`src/common/soc_pkg.sv`:
```
// SoC peripheral definitions
`default_nettype none

package soc_pkg;

	// Bus and word widths
	localparam int ARCH_W = 32;
	localparam int ADDR_W = ARCH_W - 2;
	localparam int SEL_W = ARCH_W / 8;

	// Each device window is 16 words
	localparam int WIN_W = 4;
	localparam int WIN_MAPSZ = 64;

	localparam int SLV_COUNT = 4;
	localparam int GP0_COUNT = 16;
	localparam int GP1_COUNT = 5;

	// Interrupt sources in intctrl order
	localparam int INT_SRC_COUNT = 2;
	localparam int INT_SRC_GP0IO = 0;
	localparam int INT_SRC_GP1IO = 1;
	localparam int INT_IDX_W = 1;

	localparam int RST_CNTR_W = 4;

	localparam logic [7:0] DEV_ID_DEVTBL = 8'd7;
	localparam logic [7:0] DEV_ID_GPIO = 8'd6;
	localparam logic [7:0] DEV_ID_INTCTRL = 8'd3;

	// Register offsets inside a window
	localparam logic [WIN_W-1:0] GPIO_OFF_IN = 4'd0;
	localparam logic [WIN_W-1:0] GPIO_OFF_OUT = 4'd1;
	localparam logic [WIN_W-1:0] GPIO_OFF_IEN = 4'd2;
	localparam logic [WIN_W-1:0] INT_OFF_ACK = 4'd0;
	localparam logic [WIN_W-1:0] INT_OFF_MASK = 4'd1;
	localparam logic [WIN_W-1:0] DEVTBL_OFF_RST = 4'd15;

	// Software reset commands in bits 1..0 of the reset word
	localparam logic [1:0] RST_CMD_COLD = 2'b11;
	localparam logic [1:0] RST_CMD_WARM = 2'b10;
	localparam logic [1:0] RST_CMD_OFF = 2'b01;

	typedef enum logic [1:0] {
		IDLE = 2'b00,
		WRITE = 2'b01,
		READ = 2'b10
	} pi1_op_e;

	typedef enum logic [1:0] {
		SLV_DEVTBL = 2'd0,
		SLV_GP0IO = 2'd1,
		SLV_GP1IO = 2'd2,
		SLV_INTCTRL = 2'd3
	} slv_idx_e;

	typedef struct packed {
		pi1_op_e op;
		logic [ADDR_W-1:0] addr;
		logic [ARCH_W-1:0] data;
		logic [SEL_W-1:0] sel;
	} pi1_req_t;

	typedef struct packed {
		logic [ARCH_W-1:0] data;
		logic rdy;
	} pi1_rsp_t;

	// Request as seen by a device, strobe is one cycle wide
	typedef struct packed {
		logic stb;
		logic we;
		logic [WIN_W-1:0] off;
		logic [ARCH_W-1:0] data;
		logic [SEL_W-1:0] sel;
	} dev_req_t;

endpackage

`default_nettype wire

```
`src/logic/rst_sequencer.sv`:
```
// Reset sequencer
`timescale 1ns/1ns
`default_nettype none

module rst_sequencer (
	 input  logic clk_2x_w
	,input  logic rst_p
	,input  logic warm_rst_i
	,input  logic off_i
	,output logic sys_rst_o
);
	import soc_pkg::*;

	logic [RST_CNTR_W-1:0] cntr_q;
	logic off_q;

	// Hold counter reloads on either reset source
	always_ff @(posedge clk_2x_w) begin
		if (rst_p || warm_rst_i)
			cntr_q <= '1;
		else if (cntr_q != '0)
			cntr_q <= cntr_q - RST_CNTR_W'(1);
	end

	// Power-off only leaves through the external reset
	always_ff @(posedge clk_2x_w) begin
		if (rst_p)
			off_q <= 1'b0;
		else if (off_i)
			off_q <= 1'b1;
	end

	assign sys_rst_o = (cntr_q != '0) || off_q;

endmodule

`default_nettype wire

```
`src/logic/pi1_interconnect.sv`:
```
// PI1 bus interconnect
`timescale 1ns/1ns
`default_nettype none

module pi1_interconnect (
	 input  logic                             clk_2x_w
	,input  logic                             sys_rst_i
	,input  soc_pkg::pi1_req_t                pi1_req_i
	,output soc_pkg::pi1_rsp_t                pi1_rsp_o
	,output soc_pkg::dev_req_t                dev_req_o
	,output logic [soc_pkg::SLV_COUNT-1:0]    dev_sel_o
	,input  logic [soc_pkg::ARCH_W-1:0]       dev_rdata_i [soc_pkg::SLV_COUNT]
);
	import soc_pkg::*;

	pi1_req_t req_q;
	logic acc_q;
	logic busy_q;
	dev_req_t dev_q;
	logic [SLV_COUNT-1:0] sel_q;
	logic inv_q;
	slv_idx_e idx_q;
	pi1_rsp_t rsp_q;

	logic accept;
	logic [ADDR_W-WIN_W-1:0] win;
	logic win_ok;
	slv_idx_e win_idx;

	// A held request must not be taken twice while rdy is up
	assign accept = !busy_q && !rsp_q.rdy && (pi1_req_i.op != IDLE);

	// Window index sits above the word offset
	assign win = req_q.addr[ADDR_W-1:WIN_W];
	assign win_ok = (win < SLV_COUNT);
	assign win_idx = slv_idx_e'(win[1:0]);

	always_ff @(posedge clk_2x_w) begin
		if (sys_rst_i) begin
			acc_q <= 1'b0;
			busy_q <= 1'b0;
		end else begin
			acc_q <= accept;
			if (accept)
				busy_q <= 1'b1;
			else if (dev_q.stb)
				busy_q <= 1'b0;
		end
		if (accept)
			req_q <= pi1_req_i;
	end

	// Strobe stage, the select is empty for the invalid device
	always_ff @(posedge clk_2x_w) begin
		if (sys_rst_i) begin
			dev_q.stb <= 1'b0;
			sel_q <= '0;
		end else begin
			dev_q.stb <= acc_q;
			sel_q <= (acc_q && win_ok) ? (SLV_COUNT'(1) << win_idx) : '0;
		end
		if (acc_q) begin
			dev_q.we <= (req_q.op == WRITE);
			dev_q.off <= req_q.addr[WIN_W-1:0];
			dev_q.data <= req_q.data;
			dev_q.sel <= req_q.sel;
			inv_q <= !win_ok;
			idx_q <= win_idx;
		end
	end

	// Response stage
	always_ff @(posedge clk_2x_w) begin
		if (sys_rst_i)
			rsp_q.rdy <= 1'b0;
		else
			rsp_q.rdy <= dev_q.stb;
		if (dev_q.stb)
			rsp_q.data <= inv_q ? '0 : dev_rdata_i[idx_q];
	end

	assign pi1_rsp_o = rsp_q;
	assign dev_req_o = dev_q;
	assign dev_sel_o = sel_q;

endmodule

`default_nettype wire

```
`src/logic/devtbl.sv`:
```
// Device table
`timescale 1ns/1ns
`default_nettype none

module devtbl (
	 input  logic                        clk_2x_w
	,input  logic                        sys_rst_i
	,input  soc_pkg::dev_req_t           dev_req_i
	,input  logic                        dev_sel_i
	,output logic [soc_pkg::ARCH_W-1:0]  rdata_o
	,output logic                        warm_rst_o
	,output logic                        off_o
);
	import soc_pkg::*;

	logic [7:0] ent_id;
	logic ent_intr;
	logic ent_ok;
	logic rst_wr;
	logic [1:0] rst_cmd;
	logic warm_q;
	logic off_q;

	// One entry per device slot
	always_comb begin
		ent_id = '0;
		ent_intr = 1'b0;
		case (dev_req_i.off)
			WIN_W'(SLV_DEVTBL): ent_id = DEV_ID_DEVTBL;
			WIN_W'(SLV_GP0IO), WIN_W'(SLV_GP1IO): begin
				ent_id = DEV_ID_GPIO;
				ent_intr = 1'b1;
			end
			WIN_W'(SLV_INTCTRL): ent_id = DEV_ID_INTCTRL;
			default: ent_id = '0;
		endcase
	end

	assign ent_ok = (dev_req_i.off < WIN_W'(SLV_COUNT));
	assign rdata_o = ent_ok ? {16'(WIN_MAPSZ), 7'd0, ent_intr, ent_id} : '0;

	assign rst_wr = dev_req_i.stb && dev_sel_i && dev_req_i.we && dev_req_i.sel[0] &&
		(dev_req_i.off == DEVTBL_OFF_RST);
	assign rst_cmd = dev_req_i.data[1:0];

	// Cold and warm both restart through the hold counter
	always_ff @(posedge clk_2x_w) begin
		if (sys_rst_i) begin
			warm_q <= 1'b0;
			off_q <= 1'b0;
		end else begin
			warm_q <= rst_wr && ((rst_cmd == RST_CMD_COLD) || (rst_cmd == RST_CMD_WARM));
			off_q <= rst_wr && (rst_cmd == RST_CMD_OFF);
		end
	end

	assign warm_rst_o = warm_q;
	assign off_o = off_q;

endmodule

`default_nettype wire

```
`src/logic/gpio.sv`:
```
// General-purpose I/O bank
`timescale 1ns/1ns
`default_nettype none

module gpio #(
	parameter int IO_COUNT = soc_pkg::GP0_COUNT
) (
	 input  logic                        clk_2x_w
	,input  logic                        sys_rst_i
	,input  soc_pkg::dev_req_t           dev_req_i
	,input  logic                        dev_sel_i
	,output logic [soc_pkg::ARCH_W-1:0]  rdata_o
	,output logic                        intrqst_o
	,input  logic                        intrdy_i
	,input  logic [IO_COUNT-1:0]         io_i
	,output logic [IO_COUNT-1:0]         io_o
);
	import soc_pkg::*;

	logic [IO_COUNT-1:0] sync1_q;
	logic [IO_COUNT-1:0] sync2_q;
	logic [IO_COUNT-1:0] prev_q;
	logic [IO_COUNT-1:0] out_q;
	logic ien_q;
	logic intrqst_q;
	logic wr;
	logic changed;

	assign wr = dev_req_i.stb && dev_sel_i && dev_req_i.we;
	assign changed = |(sync2_q ^ prev_q);

	// Two synchronizer stages, then one more for edge detection
	always_ff @(posedge clk_2x_w) begin
		if (sys_rst_i) begin
			sync1_q <= '0;
			sync2_q <= '0;
			prev_q <= '0;
		end else begin
			sync1_q <= io_i;
			sync2_q <= sync1_q;
			prev_q <= sync2_q;
		end
	end

	always_ff @(posedge clk_2x_w) begin
		if (sys_rst_i) begin
			out_q <= '0;
			ien_q <= 1'b0;
		end else begin
			if (wr && (dev_req_i.off == GPIO_OFF_OUT)) begin
				for (int i = 0; i < IO_COUNT; i++)
					if (dev_req_i.sel[i/8])
						out_q[i] <= dev_req_i.data[i];
			end
			if (wr && (dev_req_i.off == GPIO_OFF_IEN) && dev_req_i.sel[0])
				ien_q <= dev_req_i.data[0];
		end
	end

	// A fresh change wins over a same-cycle acknowledge
	always_ff @(posedge clk_2x_w) begin
		if (sys_rst_i)
			intrqst_q <= 1'b0;
		else if (ien_q && changed)
			intrqst_q <= 1'b1;
		else if (intrdy_i)
			intrqst_q <= 1'b0;
	end

	always_comb begin
		case (dev_req_i.off)
			GPIO_OFF_IN: rdata_o = ARCH_W'(sync2_q);
			GPIO_OFF_OUT: rdata_o = ARCH_W'(out_q);
			GPIO_OFF_IEN: rdata_o = ARCH_W'(ien_q);
			default: rdata_o = '0;
		endcase
	end

	assign intrqst_o = intrqst_q;
	assign io_o = out_q;

endmodule

`default_nettype wire

```
`src/intctrl/intctrl.sv`:
```
// Interrupt controller
`timescale 1ns/1ns
`default_nettype none

module intctrl (
	 input  logic                                clk_2x_w
	,input  logic                                sys_rst_i
	,input  soc_pkg::dev_req_t                   dev_req_i
	,input  logic                                dev_sel_i
	,output logic [soc_pkg::ARCH_W-1:0]          rdata_o
	,input  logic [soc_pkg::INT_SRC_COUNT-1:0]   intrqstsrc_i
	,output logic [soc_pkg::INT_SRC_COUNT-1:0]   intrdysrc_o
	,output logic                                intrqst_o
);
	import soc_pkg::*;

	logic [INT_SRC_COUNT-1:0] pend_q;
	logic [INT_SRC_COUNT-1:0] en_q;
	logic [INT_SRC_COUNT-1:0] active;
	logic [INT_SRC_COUNT-1:0] ack;
	logic wr;
	logic found;
	logic [INT_IDX_W-1:0] best;

	assign wr = dev_req_i.stb && dev_sel_i && dev_req_i.we && dev_req_i.sel[0];
	assign active = pend_q & en_q;

	// Scan from the top so the lowest index is left in best
	always_comb begin
		found = 1'b0;
		best = '0;
		for (int i = INT_SRC_COUNT - 1; i >= 0; i--) begin
			if (active[i]) begin
				found = 1'b1;
				best = INT_IDX_W'(i);
			end
		end
	end

	// Acknowledge write carries the source index
	always_comb begin
		for (int i = 0; i < INT_SRC_COUNT; i++)
			ack[i] = wr && (dev_req_i.off == INT_OFF_ACK) && (dev_req_i.data == ARCH_W'(i));
	end

	// Ack clears the pending bit in the same edge the source drops its request
	always_ff @(posedge clk_2x_w) begin
		if (sys_rst_i)
			pend_q <= '0;
		else
			pend_q <= (pend_q | intrqstsrc_i) & ~ack;
	end

	always_ff @(posedge clk_2x_w) begin
		if (sys_rst_i)
			en_q <= '0;
		else if (wr && (dev_req_i.off == INT_OFF_MASK))
			en_q <= dev_req_i.data[INT_SRC_COUNT-1:0];
	end

	always_comb begin
		case (dev_req_i.off)
			INT_OFF_ACK: rdata_o = {found, {(ARCH_W - 1 - INT_IDX_W){1'b0}}, best};
			INT_OFF_MASK: rdata_o = ARCH_W'(en_q);
			default: rdata_o = '0;
		endcase
	end

	assign intrdysrc_o = ack;

	// Held low from the first cycle of a system reset
	assign intrqst_o = (|active) && !sys_rst_i;

endmodule

`default_nettype wire

```
`src/logic/soc_top.sv`:
```
// Peripheral SoC top level
`timescale 1ns/1ns
`default_nettype none

module soc_top (
	 input  logic                              clk_2x_w
	,input  logic                              rst_p
	,input  soc_pkg::pi1_req_t                 pi1_req_i
	,output soc_pkg::pi1_rsp_t                 pi1_rsp_o
	,input  logic [soc_pkg::GP0_COUNT-1:0]     gp0_i
	,output logic [soc_pkg::GP0_COUNT-1:0]     gp0_o
	,input  logic [soc_pkg::GP1_COUNT-1:0]     gp1_i
	,output logic                              intrqst_o
	,output logic                              sys_rst_o
);
	import soc_pkg::*;

	logic warm_rst;
	logic pwr_off;
	dev_req_t dev_req;
	logic [SLV_COUNT-1:0] dev_sel;
	logic [ARCH_W-1:0] dev_rdata [SLV_COUNT];
	logic [INT_SRC_COUNT-1:0] intrqstsrc;
	logic [INT_SRC_COUNT-1:0] intrdysrc;

	rst_sequencer rst_sequencer (
		 .clk_2x_w (clk_2x_w), .rst_p (rst_p)
		,.warm_rst_i (warm_rst), .off_i (pwr_off), .sys_rst_o (sys_rst_o)
	);

	pi1_interconnect pi1_interconnect (
		 .clk_2x_w (clk_2x_w), .sys_rst_i (sys_rst_o)
		,.pi1_req_i (pi1_req_i), .pi1_rsp_o (pi1_rsp_o)
		,.dev_req_o (dev_req), .dev_sel_o (dev_sel), .dev_rdata_i (dev_rdata)
	);

	devtbl devtbl (
		 .clk_2x_w (clk_2x_w), .sys_rst_i (sys_rst_o)
		,.dev_req_i (dev_req), .dev_sel_i (dev_sel[SLV_DEVTBL])
		,.rdata_o (dev_rdata[SLV_DEVTBL]), .warm_rst_o (warm_rst), .off_o (pwr_off)
	);

	gpio #(.IO_COUNT (GP0_COUNT)) gpio_switches_leds (
		 .clk_2x_w (clk_2x_w), .sys_rst_i (sys_rst_o)
		,.dev_req_i (dev_req), .dev_sel_i (dev_sel[SLV_GP0IO]), .rdata_o (dev_rdata[SLV_GP0IO])
		,.intrqst_o (intrqstsrc[INT_SRC_GP0IO]), .intrdy_i (intrdysrc[INT_SRC_GP0IO])
		,.io_i (gp0_i), .io_o (gp0_o)
	);

	// Buttons have no outputs
	gpio #(.IO_COUNT (GP1_COUNT)) gpio_buttons (
		 .clk_2x_w (clk_2x_w), .sys_rst_i (sys_rst_o)
		,.dev_req_i (dev_req), .dev_sel_i (dev_sel[SLV_GP1IO]), .rdata_o (dev_rdata[SLV_GP1IO])
		,.intrqst_o (intrqstsrc[INT_SRC_GP1IO]), .intrdy_i (intrdysrc[INT_SRC_GP1IO])
		,.io_i (gp1_i), .io_o ()
	);

	intctrl intctrl (
		 .clk_2x_w (clk_2x_w), .sys_rst_i (sys_rst_o)
		,.dev_req_i (dev_req), .dev_sel_i (dev_sel[SLV_INTCTRL])
		,.rdata_o (dev_rdata[SLV_INTCTRL])
		,.intrqstsrc_i (intrqstsrc), .intrdysrc_o (intrdysrc), .intrqst_o (intrqst_o)
	);

endmodule

`default_nettype wire

```
`config.mk`:
```
export PLATFORM = sky130hd
export DESIGN_NAME = soc_top
export DESIGN_NICKNAME = d
export VERILOG_FILES = /design/src/common/soc_pkg.sv /design/src/logic/rst_sequencer.sv /design/src/logic/pi1_interconnect.sv /design/src/logic/devtbl.sv /design/src/logic/gpio.sv /design/src/intctrl/intctrl.sv /design/src/logic/soc_top.sv
export SDC_FILE = /design/constraint.sdc
export NUM_CORES = 1
export LEC_CHECK = 0
export ABC_AREA = 1
export CAP_MARGIN = 10
export CORE_MARGIN = 5
export CORE_UTILIZATION = 40
export DETAILED_ROUTE_END_ITERATION = 10
export DONT_BUFFER_PORTS = 1
export PLACE_DENSITY = 0.62
export SYNTH_ARGS = -nofsm -noshare
export SYNTH_HDL_FRONTEND = slang
export SYNTH_HIERARCHICAL = 1
export SYNTH_SLANG_ARGS = --single-unit
```
`constraint.sdc`:
```
create_clock -name clk_2x_w -period 7.5 [get_ports clk_2x_w]
set_input_delay 1.5 -clock clk_2x_w [delete_from_list [all_inputs] [get_ports clk_2x_w]]
set_output_delay 1.5 -clock clk_2x_w [all_outputs]
set_load 0.02 [all_outputs]
```
Word level (Yosys, flattened, before mapping). Index checks and enable logic that the tools add are counted.

$add $sub $neg: 1. Magnitude comparators: 3. Equality and inequality tests: 9. Shift operators: 1. Muxes and demuxes: 18. Bitwise operators: 8. Reductions and logical operators: 51.

Operators with widths (number): $bmux 32 s2 (1); $mux 32 (2); $pmux 32 s2 (1); $pmux 16 s3 (1); $eq 32x1->1 const B (1); $logic_not 32->1 (1); $logic_and 1x1->1 (29); $lt 26x3->1 const B (1); $mux 23 (1); $reduce_or 16->1 (1); $xor 16x16->16 (1); $pmux 5 s3 (1); $mux 1 (10); $pmux 3 s3 (1); $eq 4x2->1 const B (2); $reduce_bool 2->1 (4); $reduce_and 2->1 (3); $reduce_or 2->1 (3); $reduce_or 5->1 (1); $xor 5x5->5 (1); $and 2x2->2 (2); $eq 2x1->1 const B (2); $eq 2x2->1 const B (2); $eq 4x1->1 const B (1); 13 further kinds (18).

Register bits after elaboration: 247. Input bits: 91. Output and inout bits: 51. Logic and storage cells: 126.

Longest topological paths before layout. Gate-level depths: netlist of the first run.

Depth in word-level cells: 7. Depth in mapped cells: 9.

Hierarchy. Netlist of the first run, hierarchy kept.

Modules (own cells, without submodules): pi1_interconnect (times used 1, cells an instance 443, area each 5763.0 µm²); gpio at gpio_switches_leds (times used 1, cells an instance 371, area each 2641.3 µm²); gpio at gpio_buttons (times used 1, cells an instance 149, area each 1089.8 µm²); intctrl (times used 1, cells an instance 101, area each 624.3 µm²); devtbl (times used 1, cells an instance 51, area each 334.1 µm²); rst_sequencer (times used 1, cells an instance 33, area each 255.2 µm²).

Least setup slack after synthesis of the first run. No wires, ideal clock.

Path kind: input to register. From: input pi1_req_i[67] in the netlist's numbering. To: register pi1_interconnect.busy_q. Arrival time: 6726 ps. Slack: 693 ps. Stages: 4. Buffers on the path: 0. Cell sequence: nor2_1 > nor3_1 > inv_1 > a21oi_1.

Longest elaborated chain between the ends: 3. Elaborated cells on any way between the ends: 4. Classes of those cells: mux (1); reduce/logical (3).

RTL lines: start: declaration (line soc_top.sv:8) `,input soc_pkg::pi1_req_t pi1_req_i`; $reduce_bool 2->1 (*) (line pi1_interconnect.sv:31) `assign accept = !busy_q && !rsp_q.rdy && (pi1_req_i.op != IDLE);`; $logic_and 1x1->1 (*) (line pi1_interconnect.sv:31); via pi1_interconnect.accept (line pi1_interconnect.sv:25) `logic accept;`; $mux 1 or $reduce_bool 2->1 (tied branches); end signal: assignment (line pi1_interconnect.sv:41) `busy_q <= 1'b0;`; end signal: assignment (line pi1_interconnect.sv:45) `busy_q <= 1'b1;`; end signal: assignment (line pi1_interconnect.sv:47) `busy_q <= 1'b0;`; end: declaration (line pi1_interconnect.sv:18) `logic busy_q;`.

The timed path passes the listed nets; every way through them passes the cells marked *. A chain may end at the register's enable or synchronous reset.

Worst setup path after layout of the first run.
From: register rst_sequencer.cntr_q[0]. To: output intrqst_o.

Longest elaborated chain between the ends: 4.

RTL lines: start: declaration (line rst_sequencer.sv:14) `logic [RST_CNTR_W-1:0] cntr_q;`; start signal: assignment (line rst_sequencer.sv:22) `cntr_q <= cntr_q - RST_CNTR_W'(1);`; $reduce_bool 4->1 (line rst_sequencer.sv:33) `assign sys_rst_o = (cntr_q != '0) || off_q;`; $logic_or 1x1->1 (line rst_sequencer.sv:33); via sys_rst_o (line soc_top.sv:14) `,output logic sys_rst_o`; $logic_not 1->1 (line intctrl.sv:72) `assign intrqst_o = (|active) && !sys_rst_i;`; $logic_and 1x1->1 (line intctrl.sv:72); end: declaration (line soc_top.sv:13) `,output logic intrqst_o`.

The timed path passes the listed nets, and every way through them passes these cells.

==> results of run 1 <==
-- registers in the layout, summed over array words and instances, names as in the netlist, 16 cells and up --
| register | count |
|---|---|
| gpio_switches_leds/sync1_q | 16 |
| pi1_interconnect/dev_req_o | 40 |
| pi1_interconnect/req_q | 66 |
| gpio_switches_leds/io_o | 16 |
| gpio_switches_leds/prev_q | 16 |
| pi1_interconnect/pi1_rsp_o | 33 |
| gpio_switches_leds/sync2_q | 16 |
-- worst max-delay path, delay by kind of cell, from the launching register on --
| kind | cells | cell delay (ns) |
|---|---|---|
| buffers and inverters | 1 | 0.11 |
| and+or+nand+nor | 3 | 0.83 |
| DFF | 1 | 0.33 |
| adders and majority gates | 1 | 0.27 |
-- per-layer routing --
metal  global-route usage (%)  up-vias  part of all wire, %
met4                    4.487        8                  2.7
met2                    21.51      164                   46
met3                    4.301       44                  7.6
li1                         -     3447                    -
met1                    16.91     2975                   43
met5                        0        -                 0.17
-- cell type report --
type / instances / area, µm² / share of cell area [%]
well taps: 335 / 419.2 / 3.670
flip-flops and latches: 247 / 6349 / 55.59
repair buffers: 6 / 65.06 / 0.5697
clock buffers: 34 / 763.2 / 6.683
diodes: 2 / 5.005 / 0.04383
clock inverters: 16 / 155.1 / 1.359
multi-input cells: 729 / 3172 / 27.77
inverters: 129 / 491.7 / 4.306
-- cells in the final DEF (no fill, tap or decap), types with 2 or more instances in the layout --
master / n
clkbuf_8: 4
bufinv_16: 2
nor2_2: 4
nand3_2: 2
inv_2: 6
o21ai_0: 44
clkinvlp_4: 3
a211oi_1: 6
nor2_1: 276
nand2_2: 4
inv_1: 120
a211oi_2: 2
ha_1: 2
nand3_1: 17
a21oi_1: 53
clkbuf_1: 2
clkbuf_16: 28
o21ai_1: 44
dfxtp_2: 2
diode_2: 2
conb_1: 99
edfxtp_1: 140
nand4_1: 4
clkinv_2: 3
buf_4: 5
nor2_4: 5
a21oi_2: 2
dfxtp_1: 105
clkinv_1: 5
nand2_1: 152
clkinv_4: 3
o211ai_1: 2
-- worst max path at each step --
stage	slack [ns]	end	cells past startpoint
CTS	3.87	intrqst_o	5
global placement	4.48	intrqst_o	5
finish	3.90	intrqst_o	5
global route	3.77	intrqst_o	5
detailed placement	4.45	intrqst_o	5
floorplan	0.83	pi1_interconnect/busy_q	4
-- power by group through the flow --
stage	clock (µW)	combinational [µW]	sequential, µW
2_1_floorplan	0	64.4	1490
3_3_place_gp	0	31.0	1490
3_5_place_dp	0	32.1	1490
4_1_cts	1370	32.0	1460
5_1_grt	1430	40.0	1470
6_report	1330	32.3	1460
-- stage by stage --
step                hold WS [ns]  setup slack [ns]  power [µW]  util, %  area [µm²]
floorplan                 0.3883            0.8346        1557        -       10940
global placement          0.3962             4.481        1523    40.17       10470
detailed placement        0.3959             4.455        1525    40.17       10470
CTS                       0.4043             3.868        2864    43.70       11390
global route              0.4195             3.772        2931    43.82       11420
finish                    0.4015             3.901        2822    43.82       11420
==> results.cfg, run 1 <==
[routing]
drc = 0
num_vias = 6638
viasPerCell = 4.431
drt-initial-drc-count = 358
wl_um = 20350
routedWlPerCell_um = 13.59
postRouteAntennaNets = 0
firstDrtPassIters = 7

[floorplan]
ios = 142
num_rows = 59
core-area_mm2 = 0.02606
die_area_mm2 = 0.02982
die_w_um = 172.7
die_y_um = 172.7
initial_core_util_pct = 40.63

[setup_path]
ff2ff_setup_slack_ns = 5.14
setup.worst_path.start = rst_sequencer/cntr_q[0]
start_kind = flip-flop
rr_worst_depth = 8
required_ns = 6.00
r2r_start = rst_sequencer/cntr_q[0]
critPathMaxStageDelay_ns = 0.36
slowest_stage = or2_4
arrival_ns = 2.10
r2r-end = intctrl/pend_q[0]
worstPathMaxFanout = 20
cp-end-kind = primary output
path_class = reg2out
crit_chain = inv_1, ha_1, nand3_4, or2_4, nor2_1

[cells_and_area]
area_growth_syn_to_layout_pct = 7.859
layout.cells.non_filler = 1498
fill_cells = 2443
fin_nets = 1233
drive_above_1_share_pct = 7.321

[global_routing]
overflow = 0
grt_pass1_vias = 6407
antenna_found_initial = 6
grt_first_pass_wirelength_um = 32730
grt_max_degree = 79
grt_usage_pct = 13.29

[power]
pwr-share-clk_pct = 47.0
netSwitchingPower_uw = 563.6
powerDensity_mw_per_mm2 = 247.1
power_frac_comb_pct = 1.1
vdd_drop_max_v = 0.0002015
switching_share_pct = 19.97
seq_power_share_pct = 51.9
intPower_uw = 2258
p_leak_uw = 0.004311

[hold_path]
whs_endpoint = gpio_switches_leds/sync2_q[7]
hp-class = reg2reg
min_from = gpio_switches_leds/sync1_q[7]
holdPathStages = 2

[place]
place_inst = 1445
place.port_buffers = 0
dp_hpwl_um = 13540
place.gp.congestion = 0.7982

[timing]
slew_viol_final = 0
period_needed_ns = 3.599
fin_crit_sh_pct = 47.98
hold_violations = 0
fmax_ghz = 0.2779
rsz0062_at_grt = false
fin_worst_skew_ns = 0.01960
slew_headroom_pct = 32.38
setup_viol = 0
setup-tns-final_ns = 0
tightest_slew_ns = 1.014

[clock_tree]
cts_resized = 0
clock_latency_ns = 0.54
htreeDepth = 1
post_cts_buffers = 0
clock-sinks = 247
cts_buffers = 27
clk_pin_slew_ns = 0.06
cts_hold_buf = 0
root_buffer = clkbuf_16
cts_tree = done
clk_path_buf_depth = 3

[synthesis]
avgSynthCellArea_um2 = 9.255
synthCells = 1144
syn-cell-area_mm2 = 0.01059
ys_warn_count = 6

[outcome]
status = completed

[job]
drv_cap = 0
No activity file was read; power rests on OpenSTA's default activity.
==> inputs of run 2 (changes only) <==
--- a/config.mk
+++ b/config.mk
@@ -11,7 +11,7 @@
 export CORE_UTILIZATION = 40
 export DETAILED_ROUTE_END_ITERATION = 10
 export DONT_BUFFER_PORTS = 1
-export PLACE_DENSITY = 0.62
+export PLACE_DENSITY = 0.64
 export SYNTH_ARGS = -nofsm -noshare
 export SYNTH_HDL_FRONTEND = slang
 export SYNTH_HIERARCHICAL = 1
==> constraint.sdc (replaced) <==
create_clock -name clk_2x_w -period 3.2 [get_ports clk_2x_w]
set_input_delay 0.64 -clock clk_2x_w [delete_from_list [all_inputs] [get_ports clk_2x_w]]
set_output_delay 0.64 -clock clk_2x_w [all_outputs]
set_load 0.02 [all_outputs]
==> run 2 against run 1 <==
  * Clock-buffer cell count is 1 lower
  * First-iteration DRC count is 1.7% lower
  * Critical path type unchanged
  * Clock skew hardly changed
  * Non-clock buffer count is 2 higher
  * Global-route usage is 0.068 points lower
  * Sequential power is 130% higher
  * Utilization is 0.14 points higher
  * Die area stayed put
  * Sequential share of layout area is 0.18 points lower
==> results.cfg, run 2 (same netlist as run 1, synthesis figures left out) <==
[routing]
routedWlPerCell_um = 13.45
firstDrtPassIters = 5
viasPerCell = 4.431
num_vias = 6629
wl_um = 20120
postRouteAntennaNets = 0
drt-initial-drc-count = 352
drc = 0

[floorplan]
die_y_um = 172.7
core-area_mm2 = 0.02606
num_rows = 59
die_area_mm2 = 0.02982
ios = 142
initial_core_util_pct = 40.63
die_w_um = 172.7

[cells_and_area]
area_growth_syn_to_layout_pct = 8.213
fin_nets = 1234
final_cell_mix = nor2_1, nand2_1, edfxtp_1
largest-register = pi1_interconnect/req_q
antenna_cells = 0
largest_reg_flops = 66
final_area_mm2 = 0.01146
drive_above_1_share_pct = 7.235
final_common_cell = nor2_1

[setup_path]
slowest_stage = nor2_1
arrival_ns = 2.12
worstPathMaxFanout = 10
rr_worst_depth = 5
path_class = reg2out
crit_chain = inv_1, ha_1, nand3_4, or2_4, nor2_1
required_ns = 2.56
cp-end-kind = primary output
critPathMaxStageDelay_ns = 0.40
start_kind = flip-flop

[clock_tree]
root_buffer = clkbuf_16
clk_pin_slew_ns = 0.06
cts_resized = 0
cts_hold_buf = 0
cts_buffers = 26
clock-sinks = 247
cts_tree = done
clock_latency_ns = 0.54
htreeDepth = 1
post_cts_buffers = 0
clk_path_buf_depth = 3

[power]
vdd_drop_max_v = 0.0004975
netSwitchingPower_uw = 1298
intPower_uw = 5394
switching_share_pct = 19.40
p_leak_uw = 0.004336
power_frac_comb_pct = 1.2
pwr-share-clk_pct = 47.6
seq_power_share_pct = 51.3
powerDensity_mw_per_mm2 = 584.1

[timing]
setup_viol = 0
period_needed_ns = 2.757
tightest_slew_ns = 1.011
rsz0062_at_grt = false
setup-tns-final_ns = 0
hold_violations = 0
fin_crit_sh_pct = 86.17
fmax_ghz = 0.3627
slew_viol_final = 0
slew_headroom_pct = 32.58
fin_worst_skew_ns = 0.01923

[global_routing]
grt_pass1_vias = 6381
overflow = 0
grt_first_pass_wirelength_um = 32670
antenna_found_initial = 4
grt_usage_pct = 13.23
grt_max_degree = 67

[hold_path]
hp-class = in2reg
holdPathStages = 1

[job]
drv_cap = 0

[place]
place.port_buffers = 0
dp_hpwl_um = 13770
placed_area_mm2 = 0.01051
place.gp.congestion = 0.7853

[outcome]
status = completed
[run 2: cell count changes in the layout (fill, tap and decap cells not counted), moves of 2 or more]
cell	change
clkbuf_16	+2
buf_4	+2
clkbuf_8	-3
clkinv_4	-2
diode_2	-2
[run 2: through the flow]
stage / setup slack (ns) / hold slack [ns] / total power (µW) / util, % / instances
global placement: 1.025 / 0.3956 / 3572 / 40.33 / 1448
finish: 0.4426 / 0.1641 / 6692 / 43.97 / 1496
detailed placement: 0.9803 / 0.3961 / 3577 / 40.33 / 1448
floorplan: 0.5007 / 0.3883 / 3646 / - / 1239
CTS: 0.3887 / 0.1398 / 6786 / 43.97 / 1496
global route: 0.3076 / 0.1386 / 6940 / 43.97 / 1496
[run 2: critical path, delay by kind of cell (launching register included)]
family	cells	cell delay, ns
AND/OR/NAND/NOR	3	0.85
flip-flops	1	0.33
adder cells (fa/ha/maj)	1	0.28
buffers and inverters	1	0.12
[run 2: power groups by stage]
stage | sequential (µW) | combinational [µW] | clock (µW)
after floorplan | 3490 | 152 | 0
after global placement | 3500 | 75.3 | 0
after detailed placement | 3500 | 77.4 | 0
after CTS | 3430 | 77.7 | 3280
after global routing | 3430 | 97.6 | 3410
final | 3430 | 78.4 | 3180
[run 2: final timing paths]
path	from	to	slack [ns]
max	rst_sequencer/cntr_q[0]	intrqst_o	0.44
min	rst_p	rst_sequencer/off_q	0.16
max reg2reg	pi1_interconnect/dev_req_o[39]	pi1_interconnect/pi1_rsp_o[2]	1.08
min reg2reg	gpio_buttons/sync1_q[3]	gpio_buttons/sync2_q[3]	0.40
[run 2: layout make-up]
type	instances	area [µm²]
Fill cell	2455	14600
Clock buffer	33	772.0
Multi-Input combinational cell	729	3178
Sequential cell	247	6349
Tap cell	335	419.2
Timing Repair Buffer	8	72.57
Inverter	129	491.7
Clock inverter	15	175.2
[run 2: per-layer routing]
metal  GRT usage [%]  routed length (µm)  vias up
met4           4.029                 574        8
met1           16.90                8917     2985
met2           21.58                9273      155
met5               0                  45        -
met3           4.214                1306       38
li1                -                   -     3443
==> inputs of run 3 (changes only) <==
--- a/config.mk
+++ b/config.mk
@@ -5,7 +5,7 @@
 export SDC_FILE = /design/constraint.sdc
 export NUM_CORES = 1
 export LEC_CHECK = 0
-export ABC_AREA = 1
+export ABC_AREA = 0
 export CAP_MARGIN = 10
 export CORE_MARGIN = 5
 export CORE_UTILIZATION = 40
==> run 3 against run 2 <==
  * Non-clock buffer count is 5 higher
  * Synthesized cell count is 37% lower
  * Total power is 3.7% lower
  * Fmax is 4.9% lower
  * Wire length is 16% lower
  * Utilization is 0.098 points higher
  * Setup slack worse by 0.14 ns
  * Sequential cell count stayed put
  * Sequential share of layout area is 2.0 points higher
  * Synthesized area is 3.8% lower
  * Largest cell class unchanged
==> results.cfg, run 3 <==
[global_routing]
antenna_found_initial = 4
grt_pass1_vias = 4897
overflow = 0
grt_first_pass_wirelength_um = 26910
grt_max_degree = 59
grt_usage_pct = 11.83

[hold_path]
min_from = rst_p
hp-class = in2reg
whs_endpoint = rst_sequencer/off_q
holdPathStages = 1

[cells_and_area]
fin_nets = 830
antenna_cells = 0
largest_reg_flops = 66
final_area_mm2 = 0.01106
fill_cells = 2329
fin_util_pct = 44.07
layout.cells.non_filler = 1087
drive_above_1_share_pct = 14.80
area_growth_syn_to_layout_pct = 8.623
largest-register = pi1_interconnect/req_q
final_cell_mix = edfxtp_1, dfxtp_1, nor2b_1
final_common_cell = edfxtp_1

[setup_path]
rr_worst_depth = 7
worstPathMaxFanout = 9
r2r_start = rst_sequencer/cntr_q[0]
ff2ff_setup_slack_ns = 0.80
start_kind = flip-flop
arrival_ns = 2.26
r2r-end = gpio_switches_leds/prev_q[15]
cp-end-kind = primary output
required_ns = 2.56
path_class = reg2out
setup.worst_path.start = rst_sequencer/cntr_q[0]

[power]
netSwitchingPower_uw = 1264
p_leak_uw = 0.003834
power_frac_comb_pct = 1.3
seq_power_share_pct = 53.3
switching_share_pct = 19.61
pwr-share-clk_pct = 45.4
power_uw = 6443
vdd_drop_max_v = 0.0005219
powerDensity_mw_per_mm2 = 582.3
intPower_uw = 5180

[routing]
postRouteAntennaNets = 0
routedWlPerCell_um = 15.64
viasPerCell = 4.526
wl_um = 17000
drc = 0
firstDrtPassIters = 4
num_vias = 4920
drt-initial-drc-count = 200

[timing]
fmax_ghz = 0.3447
setup_viol = 0
hold_violations = 0
fin_crit_sh_pct = 90.65
fin_worst_skew_ns = 0.01510
slew_viol_final = 0
rsz0062_at_grt = false
slew_headroom_pct = 39.58
period_needed_ns = 2.901
tightest_slew_ns = 0.9063
setup-tns-final_ns = 0

[synthesis]
synthCells = 724
avgSynthCellArea_um2 = 14.07
ys_warn_count = 6
syn-cell-area_mm2 = 0.01019

[clock_tree]
htreeDepth = 1
cts_tree = done
cts_resized = 0
clk_path_buf_depth = 3
clock_latency_ns = 0.54
post_cts_buffers = 0
clock-sinks = 247
clk_pin_slew_ns = 0.06
cts_buffers = 26
cts_hold_buf = 0
root_buffer = clkbuf_16

[place]
place.gp.congestion = 0.7795
place_inst = 1039
placed_area_mm2 = 0.01019
place.port_buffers = 0
dp_hpwl_um = 12160

[job]
drv_cap = 0

[floorplan]
num_rows = 58
core-area_mm2 = 0.02511
die_y_um = 169.6
initial_core_util_pct = 40.57
ios = 142
die_area_mm2 = 0.02876
die_w_um = 169.6

[outcome]
status = completed
run 3: worst max-delay path: stages, from the launching register on:
cell and delay [ns]:
dfxtp_1 0.34, inv_1 0.08, ha_1 0.17, nor3b_1 0.58
nand2b_4 0.25, nor2_1 0.16, buf_4 0.15
run 3: how the worst max path moves through the flow:
| stage | endpoint | slack, ns | cells after the start |
|---|---|---|---|
| 5_1_grt | intrqst_o | 0.1 | 6 |
| 3_3_place_gp | gpio_switches_leds/sync2_q[1] | 0.81 | 7 |
| 2_1_floorplan | intrqst_o | 0.68 | 5 |
| 6_report | intrqst_o | 0.30 | 6 |
| 4_1_cts | intrqst_o | 0.23 | 6 |
| 3_5_place_dp | gpio_switches_leds/sync1_q[5] | 0.79 | 7 |
run 3: power groups by stage:
stage | clock network [µW] | logic (µW) | registers, µW
after floorplan | 0 | 159 | 3500
after global placement | 0 | 82.7 | 3500
after detailed placement | 0 | 83.6 | 3500
after CTS | 3020 | 83.6 | 3440
after global routing | 3160 | 98.9 | 3440
final | 2920 | 85.2 | 3440
run 3: through the flow:
step           hold WS, ns  setup WS [ns]
3_3_place_gp        0.4016         0.8129
2_1_floorplan       0.4003         0.6764
3_5_place_dp        0.4045         0.7870
5_1_grt             0.1406        0.09766
6_report            0.1707         0.2992
4_1_cts             0.1356         0.2317
run 3: layout make-up:
type,count,area (µm²),area share (%)
Clock buffer,34,774.5,7.000
Clock inverter,14,96.34,0.8707
Inverter,5,18.77,0.1696
Multi-Input combinational cell,444,3303,29.85
Sequential cell,247,6349,57.38
Tap cell,330,412.9,3.732
Timing Repair Buffer,13,110.1,0.9951
run 3: layer usage:
layer  part of all wire (%)  GRT usage, %
met5                   0.27             0
met4                    2.8         3.710
met3                    6.4         4.309
met1                     44         15.35
met2                     46         18.63
